## src/core_pkg.sv

```systemverilog
`default_nettype none

package core_pkg;

  localparam int XLEN       = 32;
  localparam int REG_ADDR_W = 5;

  localparam logic [XLEN-1:0] RESET_PC = '0;
  localparam logic [XLEN-1:0] NOP_INST = 32'h0000_0013;  // addi x0, x0, 0

  typedef enum logic [6:0] {
    OP     = 7'b0110011,
    OP_IMM = 7'b0010011,
    LUI    = 7'b0110111,
    LOAD   = 7'b0000011,
    STORE  = 7'b0100011,
    BRANCH = 7'b1100011,
    JAL    = 7'b1101111
  } opcode_e;

  typedef enum logic [2:0] {
    ALU_ADD, ALU_SUB, ALU_AND, ALU_OR, ALU_XOR, ALU_SLT, ALU_PASS_B
  } alu_op_e;

  typedef enum logic [1:0] {WB_ALU, WB_MEM, WB_LINK} wb_sel_e;
  typedef enum logic [1:0] {BR_NONE, BR_EQ, BR_NE, BR_JAL} br_e;
  typedef enum logic [1:0] {FWD_NONE, FWD_EX, FWD_MEM, FWD_WB} fwd_e;

  // all-zero value of every struct below is a bubble
  typedef struct packed {
    alu_op_e alu_op;
    logic    use_imm;  // operand b from imm instead of rs2
    logic    mem_read;
    logic    mem_write;
    logic    reg_write;
    wb_sel_e wb_sel;
  } ctrl_t;

  typedef struct packed {
    ctrl_t                 ctrl;
    logic [REG_ADDR_W-1:0] rd;
    logic [REG_ADDR_W-1:0] rs1;
    logic [REG_ADDR_W-1:0] rs2;
    logic [XLEN-1:0]       rs1_data;
    logic [XLEN-1:0]       rs2_data;
    logic [XLEN-1:0]       imm;
    logic [XLEN-1:0]       link;
  } id_ex_t;

  typedef struct packed {
    logic                  mem_read;
    logic                  mem_write;
    logic                  reg_write;
    wb_sel_e               wb_sel;
    logic [REG_ADDR_W-1:0] rd;
    logic [XLEN-1:0]       alu_out;     // memory address or result to forward
    logic [XLEN-1:0]       store_data;
    logic [XLEN-1:0]       link;
  } ex_mem_t;

  typedef struct packed {
    logic                  reg_write;
    wb_sel_e               wb_sel;
    logic [REG_ADDR_W-1:0] rd;
    logic [XLEN-1:0]       alu_out;
    logic [XLEN-1:0]       load_data;
    logic [XLEN-1:0]       link;
  } mem_wb_t;

  typedef struct packed {
    logic [XLEN-1:0] addr;
    logic [XLEN-1:0] wdata;
    logic            we;
  } dmem_req_t;

  // operand select shared by the branch comparator and the alu
  function automatic logic [XLEN-1:0] fwd_mux(input fwd_e            sel,
                                              input logic [XLEN-1:0] ex_val,
                                              input logic [XLEN-1:0] mem_val,
                                              input logic [XLEN-1:0] wb_val,
                                              input logic [XLEN-1:0] rf_val);
    case (sel)
      FWD_EX:  return ex_val;
      FWD_MEM: return mem_val;
      FWD_WB:  return wb_val;
      default: return rf_val;
    endcase
  endfunction

endpackage

`default_nettype wire

```

## src/decode_stage.sv

```systemverilog
`default_nettype none

module decode_stage (
  input  logic                           CLK,
  input  logic                           arst_n,
  input  logic [core_pkg::XLEN-1:0]       if_inst,
  input  logic [core_pkg::XLEN-1:0]       if_pc,
  input  logic [core_pkg::XLEN-1:0]       rs1_data,
  input  logic [core_pkg::XLEN-1:0]       rs2_data,
  input  core_pkg::fwd_e                 fwd_rs1,
  input  core_pkg::fwd_e                 fwd_rs2,
  input  logic [core_pkg::XLEN-1:0]       ex_fwd,
  input  logic [core_pkg::XLEN-1:0]       mem_fwd,
  input  logic [core_pkg::XLEN-1:0]       wb_fwd,
  input  logic                           bubble,
  output logic [core_pkg::REG_ADDR_W-1:0] rs1,
  output logic [core_pkg::REG_ADDR_W-1:0] rs2,
  output core_pkg::ctrl_t                dec_ctrl,
  output core_pkg::br_e                  dec_br,
  output logic                           branch_taken,
  output logic [core_pkg::XLEN-1:0]       branch_target,
  output core_pkg::id_ex_t               id_ex
);
  import core_pkg::*;

  opcode_e               opcode;
  logic [REG_ADDR_W-1:0] rd;
  logic [XLEN-1:0]       imm, cmp_a, cmp_b;

  assign opcode   = opcode_e'(if_inst[6:0]);
  assign rd       = if_inst[11:7];
  assign rs1      = if_inst[19:15];
  assign rs2      = if_inst[24:20];

  always_comb
  begin
    dec_ctrl = '0;
    dec_br   = BR_NONE;
    imm      = {{20{if_inst[31]}}, if_inst[31:20]};  // I-type
    case (opcode)
      OP:
      begin
        dec_ctrl.reg_write = 1'b1;
        case (if_inst[14:12])
          3'b000:  dec_ctrl.alu_op = if_inst[30] ? ALU_SUB : ALU_ADD;
          3'b010:  dec_ctrl.alu_op = ALU_SLT;
          3'b100:  dec_ctrl.alu_op = ALU_XOR;
          3'b110:  dec_ctrl.alu_op = ALU_OR;
          3'b111:  dec_ctrl.alu_op = ALU_AND;
          default: dec_ctrl.reg_write = 1'b0;  // shifts etc not supported
        endcase
      end
      OP_IMM:
      begin
        dec_ctrl.use_imm   = 1'b1;  // addi only
        dec_ctrl.reg_write = 1'b1;
      end
      LUI:
      begin
        dec_ctrl.alu_op    = ALU_PASS_B;
        dec_ctrl.use_imm   = 1'b1;
        dec_ctrl.reg_write = 1'b1;
        imm                = {if_inst[31:12], 12'b0};
      end
      LOAD:
      begin
        dec_ctrl.use_imm   = 1'b1;
        dec_ctrl.mem_read  = 1'b1;
        dec_ctrl.reg_write = 1'b1;
        dec_ctrl.wb_sel    = WB_MEM;
      end
      STORE:
      begin
        dec_ctrl.use_imm   = 1'b1;
        dec_ctrl.mem_write = 1'b1;
        imm                = {{20{if_inst[31]}}, if_inst[31:25], if_inst[11:7]};
      end
      BRANCH:
      begin
        if (if_inst[14:12] == 3'b000)
          dec_br = BR_EQ;
        else if (if_inst[14:12] == 3'b001)
          dec_br = BR_NE;
        imm = {{19{if_inst[31]}}, if_inst[31], if_inst[7], if_inst[30:25],
               if_inst[11:8], 1'b0};
      end
      JAL:
      begin
        dec_br             = BR_JAL;
        dec_ctrl.alu_op    = ALU_PASS_B;
        dec_ctrl.use_imm   = 1'b1;  // keeps rs2 out of the hazard checks
        dec_ctrl.reg_write = 1'b1;
        dec_ctrl.wb_sel    = WB_LINK;
        imm = {{11{if_inst[31]}}, if_inst[31], if_inst[19:12], if_inst[20],
               if_inst[30:21], 1'b0};
      end
      default: ;
    endcase
    dec_ctrl.reg_write = dec_ctrl.reg_write && (rd != '0);  // x0 writes dropped here
  end

  // branch resolves here on forwarded operands
  assign cmp_a         = fwd_mux(fwd_rs1, ex_fwd, mem_fwd, wb_fwd, rs1_data);
  assign cmp_b         = fwd_mux(fwd_rs2, ex_fwd, mem_fwd, wb_fwd, rs2_data);
  assign branch_target = if_pc + imm;
  assign branch_taken  = !bubble && ((dec_br == BR_JAL) ||
                                     (dec_br == BR_EQ && cmp_a == cmp_b) ||
                                     (dec_br == BR_NE && cmp_a != cmp_b));

  always_ff @(posedge CLK or negedge arst_n)
  begin
    if (!arst_n)
      id_ex <= '0;
    else if (bubble)
      id_ex.ctrl <= '0;  // payload left stale
    else
    begin
      id_ex.ctrl     <= dec_ctrl;
      id_ex.rd       <= rd;
      id_ex.rs1      <= rs1;
      id_ex.rs2      <= rs2;
      id_ex.rs1_data <= rs1_data;
      id_ex.rs2_data <= rs2_data;
      id_ex.imm      <= imm;
      id_ex.link     <= if_pc + XLEN'(4);
    end
  end

  // no compressed instructions, so every redirect lands on a word
  a_target_aligned: assert property (@(posedge CLK) disable iff (!arst_n)
    branch_taken |-> branch_target[1:0] == 2'b00)
    else $error("branch or jal target not word aligned");

endmodule

`default_nettype wire

```

## src/execute_stage.sv

```systemverilog
`default_nettype none

module execute_stage (
  input  logic                     CLK,
  input  logic                     arst_n,
  input  core_pkg::id_ex_t         id_ex,
  input  core_pkg::fwd_e           ex_fwd_rs1,
  input  core_pkg::fwd_e           ex_fwd_rs2,
  input  logic [core_pkg::XLEN-1:0] mem_fwd,
  input  logic [core_pkg::XLEN-1:0] wb_fwd,
  output logic [core_pkg::XLEN-1:0] ex_result,
  output core_pkg::ex_mem_t        ex_mem,
  output logic                     dmem_valid,
  output core_pkg::dmem_req_t      dmem_req
);
  import core_pkg::*;

  logic [XLEN-1:0] op_a, rs2_val, op_b, alu_out;

  assign op_a    = fwd_mux(ex_fwd_rs1, '0, mem_fwd, wb_fwd, id_ex.rs1_data);
  assign rs2_val = fwd_mux(ex_fwd_rs2, '0, mem_fwd, wb_fwd, id_ex.rs2_data);
  assign op_b    = id_ex.ctrl.use_imm ? id_ex.imm : rs2_val;

  always_comb
  begin
    case (id_ex.ctrl.alu_op)
      ALU_SUB:    alu_out = op_a - op_b;
      ALU_AND:    alu_out = op_a & op_b;
      ALU_OR:     alu_out = op_a | op_b;
      ALU_XOR:    alu_out = op_a ^ op_b;
      ALU_SLT:    alu_out = {{(XLEN-1){1'b0}}, $signed(op_a) < $signed(op_b)};
      ALU_PASS_B: alu_out = op_b;
      default:    alu_out = op_a + op_b;
    endcase
  end

  // jal carries its link here so the later forwarding paths need no select
  assign ex_result = (id_ex.ctrl.wb_sel == WB_LINK) ? id_ex.link : alu_out;

  always_ff @(posedge CLK or negedge arst_n)
  begin
    if (!arst_n)
      ex_mem <= '0;
    else
    begin
      ex_mem.mem_read   <= id_ex.ctrl.mem_read;
      ex_mem.mem_write  <= id_ex.ctrl.mem_write;
      ex_mem.reg_write  <= id_ex.ctrl.reg_write;
      ex_mem.wb_sel     <= id_ex.ctrl.wb_sel;
      ex_mem.rd         <= id_ex.rd;
      ex_mem.alu_out    <= ex_result;
      ex_mem.store_data <= rs2_val;  // forwarded rs2 for sw
      ex_mem.link       <= id_ex.link;
    end
  end

  assign dmem_valid = ex_mem.mem_read || ex_mem.mem_write;  // one strobe per access
  assign dmem_req   = '{addr: ex_mem.alu_out, wdata: ex_mem.store_data, we: ex_mem.mem_write};

  // lw and sw move whole words only
  a_word_access: assert property (@(posedge CLK) disable iff (!arst_n)
    dmem_valid |-> dmem_req.addr[1:0] == 2'b00)
    else $error("misaligned data memory access");

endmodule

`default_nettype wire

```

## src/fetch_stage.sv

```systemverilog
`default_nettype none

module fetch_stage (
  input  logic                     CLK,
  input  logic                     arst_n,
  input  logic                     stall,
  input  logic                     redirect,
  input  logic [core_pkg::XLEN-1:0] redirect_pc,
  output logic [core_pkg::XLEN-1:0] imem_addr,
  input  logic [core_pkg::XLEN-1:0] imem_data,
  output logic [core_pkg::XLEN-1:0] if_inst,
  output logic [core_pkg::XLEN-1:0] if_pc
);
  import core_pkg::*;

  logic [XLEN-1:0] pc;

  assign imem_addr = pc;  // combinational imem, data returns this cycle

  always_ff @(posedge CLK or negedge arst_n)
  begin
    if (!arst_n)
    begin
      pc      <= RESET_PC;
      if_inst <= NOP_INST;
      if_pc   <= RESET_PC;
    end
    else if (!stall)
    begin
      if_pc <= pc;
      if (redirect)
      begin
        pc      <= redirect_pc;
        if_inst <= NOP_INST;  // squash the slot fetched behind the branch
      end
      else
      begin
        pc      <= pc + XLEN'(4);
        if_inst <= imem_data;
      end
    end
  end

endmodule

`default_nettype wire

```

## src/hazard_unit.sv

```systemverilog
`default_nettype none

module hazard_unit (
  input  logic [core_pkg::REG_ADDR_W-1:0] rs1,
  input  logic [core_pkg::REG_ADDR_W-1:0] rs2,
  input  core_pkg::ctrl_t                dec_ctrl,
  input  core_pkg::br_e                  dec_br,
  input  core_pkg::id_ex_t               id_ex,
  input  core_pkg::ex_mem_t              ex_mem,
  input  core_pkg::mem_wb_t              mem_wb,
  output logic                           stall_load_use,
  output logic                           stall_load_branch,
  output core_pkg::fwd_e                 id_fwd_rs1,
  output core_pkg::fwd_e                 id_fwd_rs2,
  output core_pkg::fwd_e                 ex_fwd_rs1,
  output core_pkg::fwd_e                 ex_fwd_rs2
);
  import core_pkg::*;

  logic is_branch, use_rs1, use_rs2;
  logic ld_ex_hit, ld_mem_hit;

  function automatic logic hit(input logic                  wr,
                               input logic [REG_ADDR_W-1:0] rd,
                               input logic [REG_ADDR_W-1:0] src);
    return wr && (rd != '0) && (rd == src);
  endfunction

  // newest producer wins
  function automatic fwd_e pick(input logic from_ex, input logic from_mem, input logic from_wb);
    if (from_ex)
      return FWD_EX;
    else if (from_mem)
      return FWD_MEM;
    else if (from_wb)
      return FWD_WB;
    return FWD_NONE;
  endfunction

  assign is_branch = (dec_br == BR_EQ) || (dec_br == BR_NE);
  assign use_rs1   = dec_ctrl.alu_op != ALU_PASS_B;  // lui and jal have no rs1
  assign use_rs2   = !dec_ctrl.use_imm || dec_ctrl.mem_write || is_branch;

  assign ld_ex_hit = id_ex.ctrl.mem_read &&
                     ((use_rs1 && hit(id_ex.ctrl.reg_write, id_ex.rd, rs1)) ||
                      (use_rs2 && hit(id_ex.ctrl.reg_write, id_ex.rd, rs2)));
  assign ld_mem_hit = ex_mem.mem_read &&
                      (hit(ex_mem.reg_write, ex_mem.rd, rs1) ||
                       hit(ex_mem.reg_write, ex_mem.rd, rs2));

  // a branch waits until the load data sits in MEM/WB
  assign stall_load_use    = !is_branch && ld_ex_hit;
  assign stall_load_branch = is_branch && (ld_ex_hit || ld_mem_hit);

  assign id_fwd_rs1 = pick(hit(id_ex.ctrl.reg_write, id_ex.rd, rs1),
                           hit(ex_mem.reg_write, ex_mem.rd, rs1),
                           hit(mem_wb.reg_write, mem_wb.rd, rs1));
  assign id_fwd_rs2 = pick(hit(id_ex.ctrl.reg_write, id_ex.rd, rs2),
                           hit(ex_mem.reg_write, ex_mem.rd, rs2),
                           hit(mem_wb.reg_write, mem_wb.rd, rs2));
  assign ex_fwd_rs1 = pick(1'b0, hit(ex_mem.reg_write, ex_mem.rd, id_ex.rs1),
                           hit(mem_wb.reg_write, mem_wb.rd, id_ex.rs1));
  assign ex_fwd_rs2 = pick(1'b0, hit(ex_mem.reg_write, ex_mem.rd, id_ex.rs2),
                           hit(mem_wb.reg_write, mem_wb.rd, id_ex.rs2));

endmodule

`default_nettype wire

```

## src/reg_file.sv

```systemverilog
`default_nettype none

module reg_file (
  input  logic                           CLK,
  input  logic                           arst_n,
  input  logic [core_pkg::REG_ADDR_W-1:0] rs1,
  input  logic [core_pkg::REG_ADDR_W-1:0] rs2,
  output logic [core_pkg::XLEN-1:0]       rs1_data,
  output logic [core_pkg::XLEN-1:0]       rs2_data,
  input  logic                           wb_en,
  input  logic [core_pkg::REG_ADDR_W-1:0] wb_rd,
  input  logic [core_pkg::XLEN-1:0]       wb_data
);
  import core_pkg::*;

  logic [XLEN-1:0] regs [1:31];  // x0 has no storage

  function automatic logic [XLEN-1:0] read_port(input logic [REG_ADDR_W-1:0] addr);
    if (addr == '0)
      return '0;
    else if (wb_en && wb_rd == addr)
      return wb_data;  // same-cycle write is visible
    else
      return regs[addr];
  endfunction

  always_comb
  begin
    rs1_data = read_port(rs1);
    rs2_data = read_port(rs2);
  end

  always_ff @(posedge CLK)
  begin
    if (wb_en && wb_rd != '0)
      regs[wb_rd] <= wb_data;
  end

  // decode clears reg_write for rd == x0, so no write to x0 gets this far
  a_no_x0_write: assert property (@(posedge CLK) disable iff (!arst_n)
    wb_en |-> wb_rd != '0)
    else $error("write to x0 reached the register file");

endmodule

`default_nettype wire

```

## src/rv_core_top.sv

```systemverilog
`default_nettype none

module rv_core_top (
  input  logic                     CLK,
  input  logic                     arst_n,
  output logic [core_pkg::XLEN-1:0] imem_addr,
  input  logic [core_pkg::XLEN-1:0] imem_data,
  output logic                     dmem_valid,
  output core_pkg::dmem_req_t      dmem_req,
  input  logic [core_pkg::XLEN-1:0] dmem_rdata
);
  import core_pkg::*;

  logic [XLEN-1:0]       if_inst, if_pc, rs1_data, rs2_data;
  logic [XLEN-1:0]       branch_target, ex_result, wb_data;
  logic [REG_ADDR_W-1:0] rs1, rs2, wb_rd;
  logic                  branch_taken, wb_en, stall;
  logic                  stall_load_use, stall_load_branch;
  ctrl_t                 dec_ctrl;
  br_e                   dec_br;
  id_ex_t                id_ex;
  ex_mem_t               ex_mem;
  mem_wb_t               mem_wb;
  fwd_e                  id_fwd_rs1, id_fwd_rs2, ex_fwd_rs1, ex_fwd_rs2;

  assign stall = stall_load_use || stall_load_branch;

  fetch_stage u_fetch (
    .CLK, .arst_n, .stall, .redirect(branch_taken), .redirect_pc(branch_target),
    .imem_addr, .imem_data, .if_inst, .if_pc
  );

  decode_stage u_decode (
    .CLK, .arst_n, .if_inst, .if_pc, .rs1_data, .rs2_data,
    .fwd_rs1(id_fwd_rs1), .fwd_rs2(id_fwd_rs2),
    .ex_fwd(ex_result), .mem_fwd(ex_mem.alu_out), .wb_fwd(wb_data),
    .bubble(stall), .rs1, .rs2, .dec_ctrl, .dec_br,
    .branch_taken, .branch_target, .id_ex
  );

  reg_file u_rf (
    .CLK, .arst_n, .rs1, .rs2, .rs1_data, .rs2_data, .wb_en, .wb_rd, .wb_data
  );

  hazard_unit u_hazard (
    .rs1, .rs2, .dec_ctrl, .dec_br, .id_ex, .ex_mem, .mem_wb,
    .stall_load_use, .stall_load_branch,
    .id_fwd_rs1, .id_fwd_rs2, .ex_fwd_rs1, .ex_fwd_rs2
  );

  execute_stage u_execute (
    .CLK, .arst_n, .id_ex, .ex_fwd_rs1, .ex_fwd_rs2,
    .mem_fwd(ex_mem.alu_out), .wb_fwd(wb_data),
    .ex_result, .ex_mem, .dmem_valid, .dmem_req
  );

  writeback_stage u_writeback (
    .CLK, .arst_n, .ex_mem, .dmem_rdata, .mem_wb, .wb_en, .wb_rd, .wb_data
  );

endmodule

`default_nettype wire

```

## src/writeback_stage.sv

```systemverilog
`default_nettype none

module writeback_stage (
  input  logic                           CLK,
  input  logic                           arst_n,
  input  core_pkg::ex_mem_t              ex_mem,
  input  logic [core_pkg::XLEN-1:0]       dmem_rdata,
  output core_pkg::mem_wb_t              mem_wb,
  output logic                           wb_en,
  output logic [core_pkg::REG_ADDR_W-1:0] wb_rd,
  output logic [core_pkg::XLEN-1:0]       wb_data
);
  import core_pkg::*;

  always_ff @(posedge CLK or negedge arst_n)
  begin
    if (!arst_n)
      mem_wb <= '0;
    else
    begin
      mem_wb.reg_write <= ex_mem.reg_write;
      mem_wb.wb_sel    <= ex_mem.wb_sel;
      mem_wb.rd        <= ex_mem.rd;
      mem_wb.alu_out   <= ex_mem.alu_out;
      mem_wb.load_data <= dmem_rdata;  // valid in the strobe cycle only
      mem_wb.link      <= ex_mem.link;
    end
  end

  assign wb_en = mem_wb.reg_write;
  assign wb_rd = mem_wb.rd;

  always_comb
  begin
    case (mem_wb.wb_sel)
      WB_MEM:  wb_data = mem_wb.load_data;
      WB_LINK: wb_data = mem_wb.link;
      default: wb_data = mem_wb.alu_out;
    endcase
  end

endmodule

`default_nettype wire
```

## config.mk

```make
export PLATFORM = sky130hd
export DESIGN_NAME = rv_core_top
export DESIGN_NICKNAME = d
export VERILOG_FILES = /design/src/core_pkg.sv /design/src/decode_stage.sv /design/src/execute_stage.sv /design/src/fetch_stage.sv /design/src/hazard_unit.sv /design/src/reg_file.sv /design/src/rv_core_top.sv /design/src/writeback_stage.sv
export SDC_FILE = /design/constraint.sdc
export NUM_CORES = 2
export LEC_CHECK = 0
export ABC_AREA = 0
export BUFFER_PORTS_ARGS = -buffer_cell sky130_fd_sc_hd__clkbuf_2
export CAP_MARGIN = 25
export CORE_UTILIZATION = 45
export CTS_CLUSTER_SIZE = 10
export DETAILED_ROUTE_END_ITERATION = 16
export PLACE_DENSITY = 0.6
export SLEW_MARGIN = 20
export SYNTH_ARGS = -nofsm -noshare
export SYNTH_HDL_FRONTEND = slang
export SYNTH_HIERARCHICAL = 1
export SYNTH_SLANG_ARGS = --single-unit
```

## constraint.sdc

```tcl
create_clock -name CLK -period 14.8 [get_ports CLK]
set_clock_uncertainty 0.15 [all_clocks]
set_input_delay 3.7 -clock CLK [delete_from_list [all_inputs] [get_ports CLK]]
set_output_delay 3.7 -clock CLK [all_outputs]
set_load 0.005 [all_outputs]
```

# After elaboration in Yosys (flattened, before gate mapping)
# Memories as Yosys holds them, arrays and structs flattened.
# Index checks and enable logic that the tools add are counted.
# Widths: inputs -> output; s select.
# totals
out_inout_bits,98
word_cells,192
n_memories,1
ramBits,992
input_bits,66
regBits,458
# mem_list
memory,words,word_bits,rd,rd_clocked_by_memory_dff,write_ports,line_no,source
u_rf.regs,31,32,2,0,1,reg_file.sv:16,logic [XLEN-1:0] regs [1:31];
# classes
bitwise_logic,3
magnitude_cmp,1
mux,54
eq_ne,49
add_sub_neg,5
reduce_logical,49
# ops
cell,count
$pmux 32 s3,4
$mux 32,8
$pmux 32 s6,1
$pmux 31 s4,1
$add 32x3->32 const B,2
$add 32x32->32,2
$pmux 32 s2,1
$eq 5x5->1,10
$and 32x32->32,1
$eq 32x32->1,1
$lt 32x32->1,1
$mux 2,16
$ne 32x32->1,1
$or 32x32->32,1
$sub 32x32->32,1
$xor 32x32->32,1
$logic_and 1x1->1,25
$eq 2x2->1 const B,12
$eq 7x6->1 const B,3
$reduce_bool 5->1,4
$eq 3x3->1 const B,6
$mux 1,17
$pmux 3 s5,1
$eq 7x7->1 const B,2
other kinds (17),39

# Logic depth before layout (Yosys ltp)
# logic_depth
word_depth,19
mapped_depth,37
ltp_nobuf,31

# Modules after synthesis
# Netlist, hierarchy kept.
# modules_own_cells
module,n_inst,area_each_um2,seq_area_each_um2,cells_per_inst
reg_file,1,47311.6,29788.6,2858
execute_stage,1,10538.9,2652.5,1281
decode_stage,1,10148.5,3803.6,877
fetch_stage,1,4426.7,2406.1,443
writeback_stage,1,3291.9,2602.5,223
hazard_unit,1,824.5,0.0,113
rv_core_top,1,6.3,0.0,1

# Worst setup path after synthesis
# Ideal clock, no wire load.
# synth_timing
path_type,reg2reg
start,"register, netlist name u_execute/ex_mem[97]"
end,register u_fetch.pc[10] (netlist: u_fetch/imem_addr[10])
path_stages_with_launch,36
synth_period_minus_slack_ps,7422
setup_ps,83
slack_ps,7378
n_path_buf,6
t_required_ps,14567
arrival_ps,7189
path_cell_list,dfrtp_1 buf_6 or4_4 o21a_4 a21oi_1 and2_0 buf_2 buf_1 nand2_1 o21ai_0 mux2_2 inv_1 ha_1 buf_6 or3_4 nand3b_4 or3_1 a211o_1 nand3_2 a21boi_2 o2111a_1 o22ai_1 a21oi_1 mux4_1 xnor2_1 nand4_1 nor4_1 nand2_1 mux2i_1 nor2_1 clkbuf_1 inv_1 nor2_1 clkbuf_1 a22oi_1 o21ai_0
# synth_via
elab_chain_cells,18
word_cells_on_any_way,65
classes_between,add/sub: 2; order compare: 1; eq/ne: 18; mux: 24; bitwise: 3; reduce/logical: 17
# synth_lines
element,line_no,source
$reduce_bool 5->1,hazard_unit.sv:26,return wr && (rd != '0) && (rd == src);
$logic_and 1x1->1,hazard_unit.sv:26,
$logic_and 1x1->1 *,hazard_unit.sv:26,
$mux 2 / $mux 1 (equally long branches),hazard_unit.sv:33,else if (from_mem)
$mux 2 *,hazard_unit.sv:37,return FWD_NONE;
via ex_fwd_rs2[0],rv_core_top.sv:24,"fwd_e id_fwd_rs1, id_fwd_rs2, ex_fwd_rs1, ex_fwd_rs2;"
$eq 2x2->1 / $eq 2x1->1 (equally long branches),core_pkg.sv:82,case (sel)
$pmux 32 s3 *,core_pkg.sv:82,
via u_execute.rs2_val[11],execute_stage.sv:18,"logic [XLEN-1:0] op_a, rs2_val, op_b, alu_out;"
(+4 left out),-,
via ex_result[30],rv_core_top.sv:15,"logic [XLEN-1:0] branch_target, ex_result, wb_data;"
$pmux 32 s3,core_pkg.sv:82,
$eq 32x32->1,decode_stage.sv:107,(dec_br == BR_EQ && cmp_a == cmp_b) ||
$logic_and 1x1->1,decode_stage.sv:107,
$logic_or 1x1->1,decode_stage.sv:106,assign branch_taken = !bubble && ((dec_br == BR_JAL) ||
$logic_or 1x1->1 *,decode_stage.sv:107,
$logic_and 1x1->1 *,decode_stage.sv:106,
via branch_taken,rv_core_top.sv:17,"logic branch_taken, wb_en, stall;"
$mux 32 *,fetch_stage.sv:31,if (redirect)
end signal: assignment,fetch_stage.sv:33,pc <= redirect_pc;
end signal: assignment,fetch_stage.sv:38,pc <= pc + XLEN'(4);
end: declaration,fetch_stage.sv:16,logic [XLEN-1:0] pc;
# The timed path passes the listed nets; every way through them passes the cells marked *.
# A chain may end at the register's enable or synchronous reset.

# Worst setup path in the final report
# layout_timing
start,"register, netlist name u_execute/ex_mem[97]"
end,register u_fetch.pc[22] (netlist: u_fetch/imem_addr[22])
# layout_via
elab_chain_cells,18
word_cells_on_any_way,65
classes_between,add/sub: 2; order compare: 1; eq/ne: 18; mux: 24; bitwise: 3; reduce/logical: 17
# layout_lines
element,line_no
$reduce_bool 5->1,hazard_unit.sv:26
$logic_and 1x1->1,hazard_unit.sv:26
$logic_and 1x1->1 *,hazard_unit.sv:26
$mux 2 / $mux 1 (equally long branches),hazard_unit.sv:33
$mux 2 *,hazard_unit.sv:37
via ex_fwd_rs2[1],rv_core_top.sv:24
$eq 2x2->1 / $eq 2x1->1 (equally long branches),core_pkg.sv:82
$pmux 32 s3 *,core_pkg.sv:82
via u_execute.rs2_val[0],execute_stage.sv:18
(+4 left out),-
via ex_result[26],rv_core_top.sv:15
$pmux 32 s3,core_pkg.sv:82
$eq 32x32->1,decode_stage.sv:107
$logic_and 1x1->1,decode_stage.sv:107
$logic_or 1x1->1,decode_stage.sv:106
$logic_or 1x1->1 *,decode_stage.sv:107
$logic_and 1x1->1 *,decode_stage.sv:106
via branch_taken,rv_core_top.sv:17
$mux 32 *,fetch_stage.sv:31
# Marks and branches as above.

==> results.ini <==
[run_status]
status=complete, no violations

[detailed_routing]
num_vias=53900
first_pass_iters=6
vias_per_cell=6.67
ant_nets=0
wl_um=268000
wl_per_cell_um=33.1
drt-initial-drc-count=6268
drc=0

[setup_path]
crit_family=simple AND/OR/NAND/NOR gates
r2r-start=u_execute/ex_mem[97]
crit_slowest_cell=nor4_1
cp.depth=33
cpPeakStageDelay_ns=0.69
worst_ep_arrival_time_ns=10.85
r2r_slack_ns=4.51
cpMostUsedCell=buf_4
r2r_end=u_fetch/imem_addr[22]
crit_type=reg2reg
required_ns=15.36
startpoint_type=flip-flop
rr_worst_depth=33
worst-path-buf-inv=5
critPathMaxFanout=41
worstSetupEndpointType=flip-flop

[power]
pwr-share-comb_pct=22.0
p_leak_nw=30.3
clkPwrFrac_pct=32.1
swShare_pct=32.5
power_density_nw_per_um2=141
ir_drop_mv=0.134
p_int_mw=8.01
switchingPower_mw=3.85
p_seq_share_pct=45.8

[worst_hold_path]
hold_path_end=u_writeback/mem_wb[9]
holdCritPathClass=reg2reg
whs_path_depth=0
holdCritStartpoint=u_execute/ex_mem[9]

[global_routing]
grt-ovfl-total=0
grtUsageTotal_pct=31.0
antenna_found_initial=16
grt_pass1_wl_um=379000
grt_pass1_vias=52100
grt_max_degree=174

[sta]
relSlewSlack_pct=21.0
worst_slack_ns=4.51
slew_violations=0
fin_tns_setup_ns=0
fmax_mhz=97.2
rsz0062_at_grt=no
setup_viol=0
whs_ns=0.180
tightestPinTransition_ns=1.17
min_period_ns=10.29
hold_viol=0
period_share_pct=69.5

[place]
dp_hpwl_um=172000
routabilityCongestion=0.946
pre_cts_slack_ns=4.77
portBuffers=163
dp.cells=7819

[die]
fp-row-count=150
io_pins=164
initial_utilization_pct=45.5
die_area_um2=171000
die_y_um=414
core_area_um2=168000
die_x_um=414

[clock_network]
post_cts_buffers=0
cts_max_level=4
path_clk_slew_ns=0.06
cts_resized=0
hold_buffers=0
cts_tree=built
clk_path_buf_depth=3
insertion_delay_ns=0.84
clkSinkCount=1450
cts_buffers=169
root_buffer=clkbuf_16

[synth]
syn-num-nets=5960
netlist_area_um2=76300
synth.avg_cell_area_um2=13.2
ys_warn_count=6
synth_cells=5760

[run]
maxCapViolCount=0

[finish]
syn_to_final_growth_pct=10.4
layout-drive-gt1-share_pct=20.9
finish.net_count=5989
final_cells=8083
final_util_pct=50.2

[power groups by stage]
stage	clock network [mW]	logic (mW)	registers, mW
2_1_floorplan	0	1.62	5.25
3_3_place_gp	0	2.52	5.50
3_5_place_dp	0	2.54	5.50
4_1_cts	3.86	2.55	5.43
5_1_grt	4.02	2.76	5.45
6_report	3.81	2.61	5.43
[per-stage QoR]
step	area [um^2]	total power, mW
after global routing	84200	12.2
final	84200	11.9
after global placement	79300	8.02
after detailed placement	79300	8.04
after floorplan	76300	6.87
after CTS	84200	11.8
[worst max-delay path by stage]
| stage | from | to | slack (ns) |
|---|---|---|---|
| global route | u_writeback/wb_rd[4] | u_fetch/imem_addr[22] | 4.30 |
| floorplan | u_execute/ex_mem[97] | u_fetch/imem_addr[10] | 7.38 |
| finish | u_execute/ex_mem[97] | u_fetch/imem_addr[22] | 4.51 |
| CTS | u_execute/ex_mem[97] | u_fetch/imem_addr[22] | 4.72 |
| detailed placement | u_execute/ex_mem[97] | u_fetch/imem_addr[22] | 4.77 |
| global placement | u_execute/ex_mem[97] | u_fetch/imem_addr[22] | 4.89 |
[cell type report]
cell class              count  area [um^2]
diodes                     11         27.5
clock buffers             224         4500
clock inverters            26          399
fillers                 14400        83500
inverters                 121          454
multi-input cells        3712        32600
flip-flops and latches   1450        41300
well taps                2204         2760
repair buffers            335         2220
[routing by layer]
metal,GRT usage [%],wire (um)
met1,42.1,107000
met2,47.2,121000
met3,7.55,27100
met4,13.4,12400
met5,0,89
[state kept, by name (all words and copies together), names as in the netlist]
signal,cells
u_fetch/if_pc,32
u_rf/regs,992
u_decode/id_ex,152
u_writeback/wb_en,1
u_writeback/wb_rd,5
u_writeback/mem_wb,98
u_execute/dmem_req,65
u_execute/ex_mem,41
u_fetch/if_inst,32
u_fetch/imem_addr,32
[cells in the final DEF, fill, tap and decap left out, types with 27 or more instances in the layout]
cell,count
clkbuf_1,49
clkbuf_16,169
mux2i_1,435
a31oi_1,43
mux2_2,204
a211o_1,27
buf_4,163
o21ai_0,229
nor3_1,65
edfxtp_1,992
inv_1,115
mux4_2,334
ha_1,130
nand2_1,426
xnor2_1,110
a211oi_1,101
mux2_1,27
clkbuf_2,163
nand4_1,30
nor2_4,32
dfrtp_1,444
a21o_1,42
xor2_1,59
o22ai_1,118
a22o_1,58
a21oi_1,230
nor2b_1,57
o21ai_2,32
a22oi_1,74
o211ai_1,45
a32o_1,32
nor2_1,217
nand3_1,83
Power figures use the tool's default switching activity.
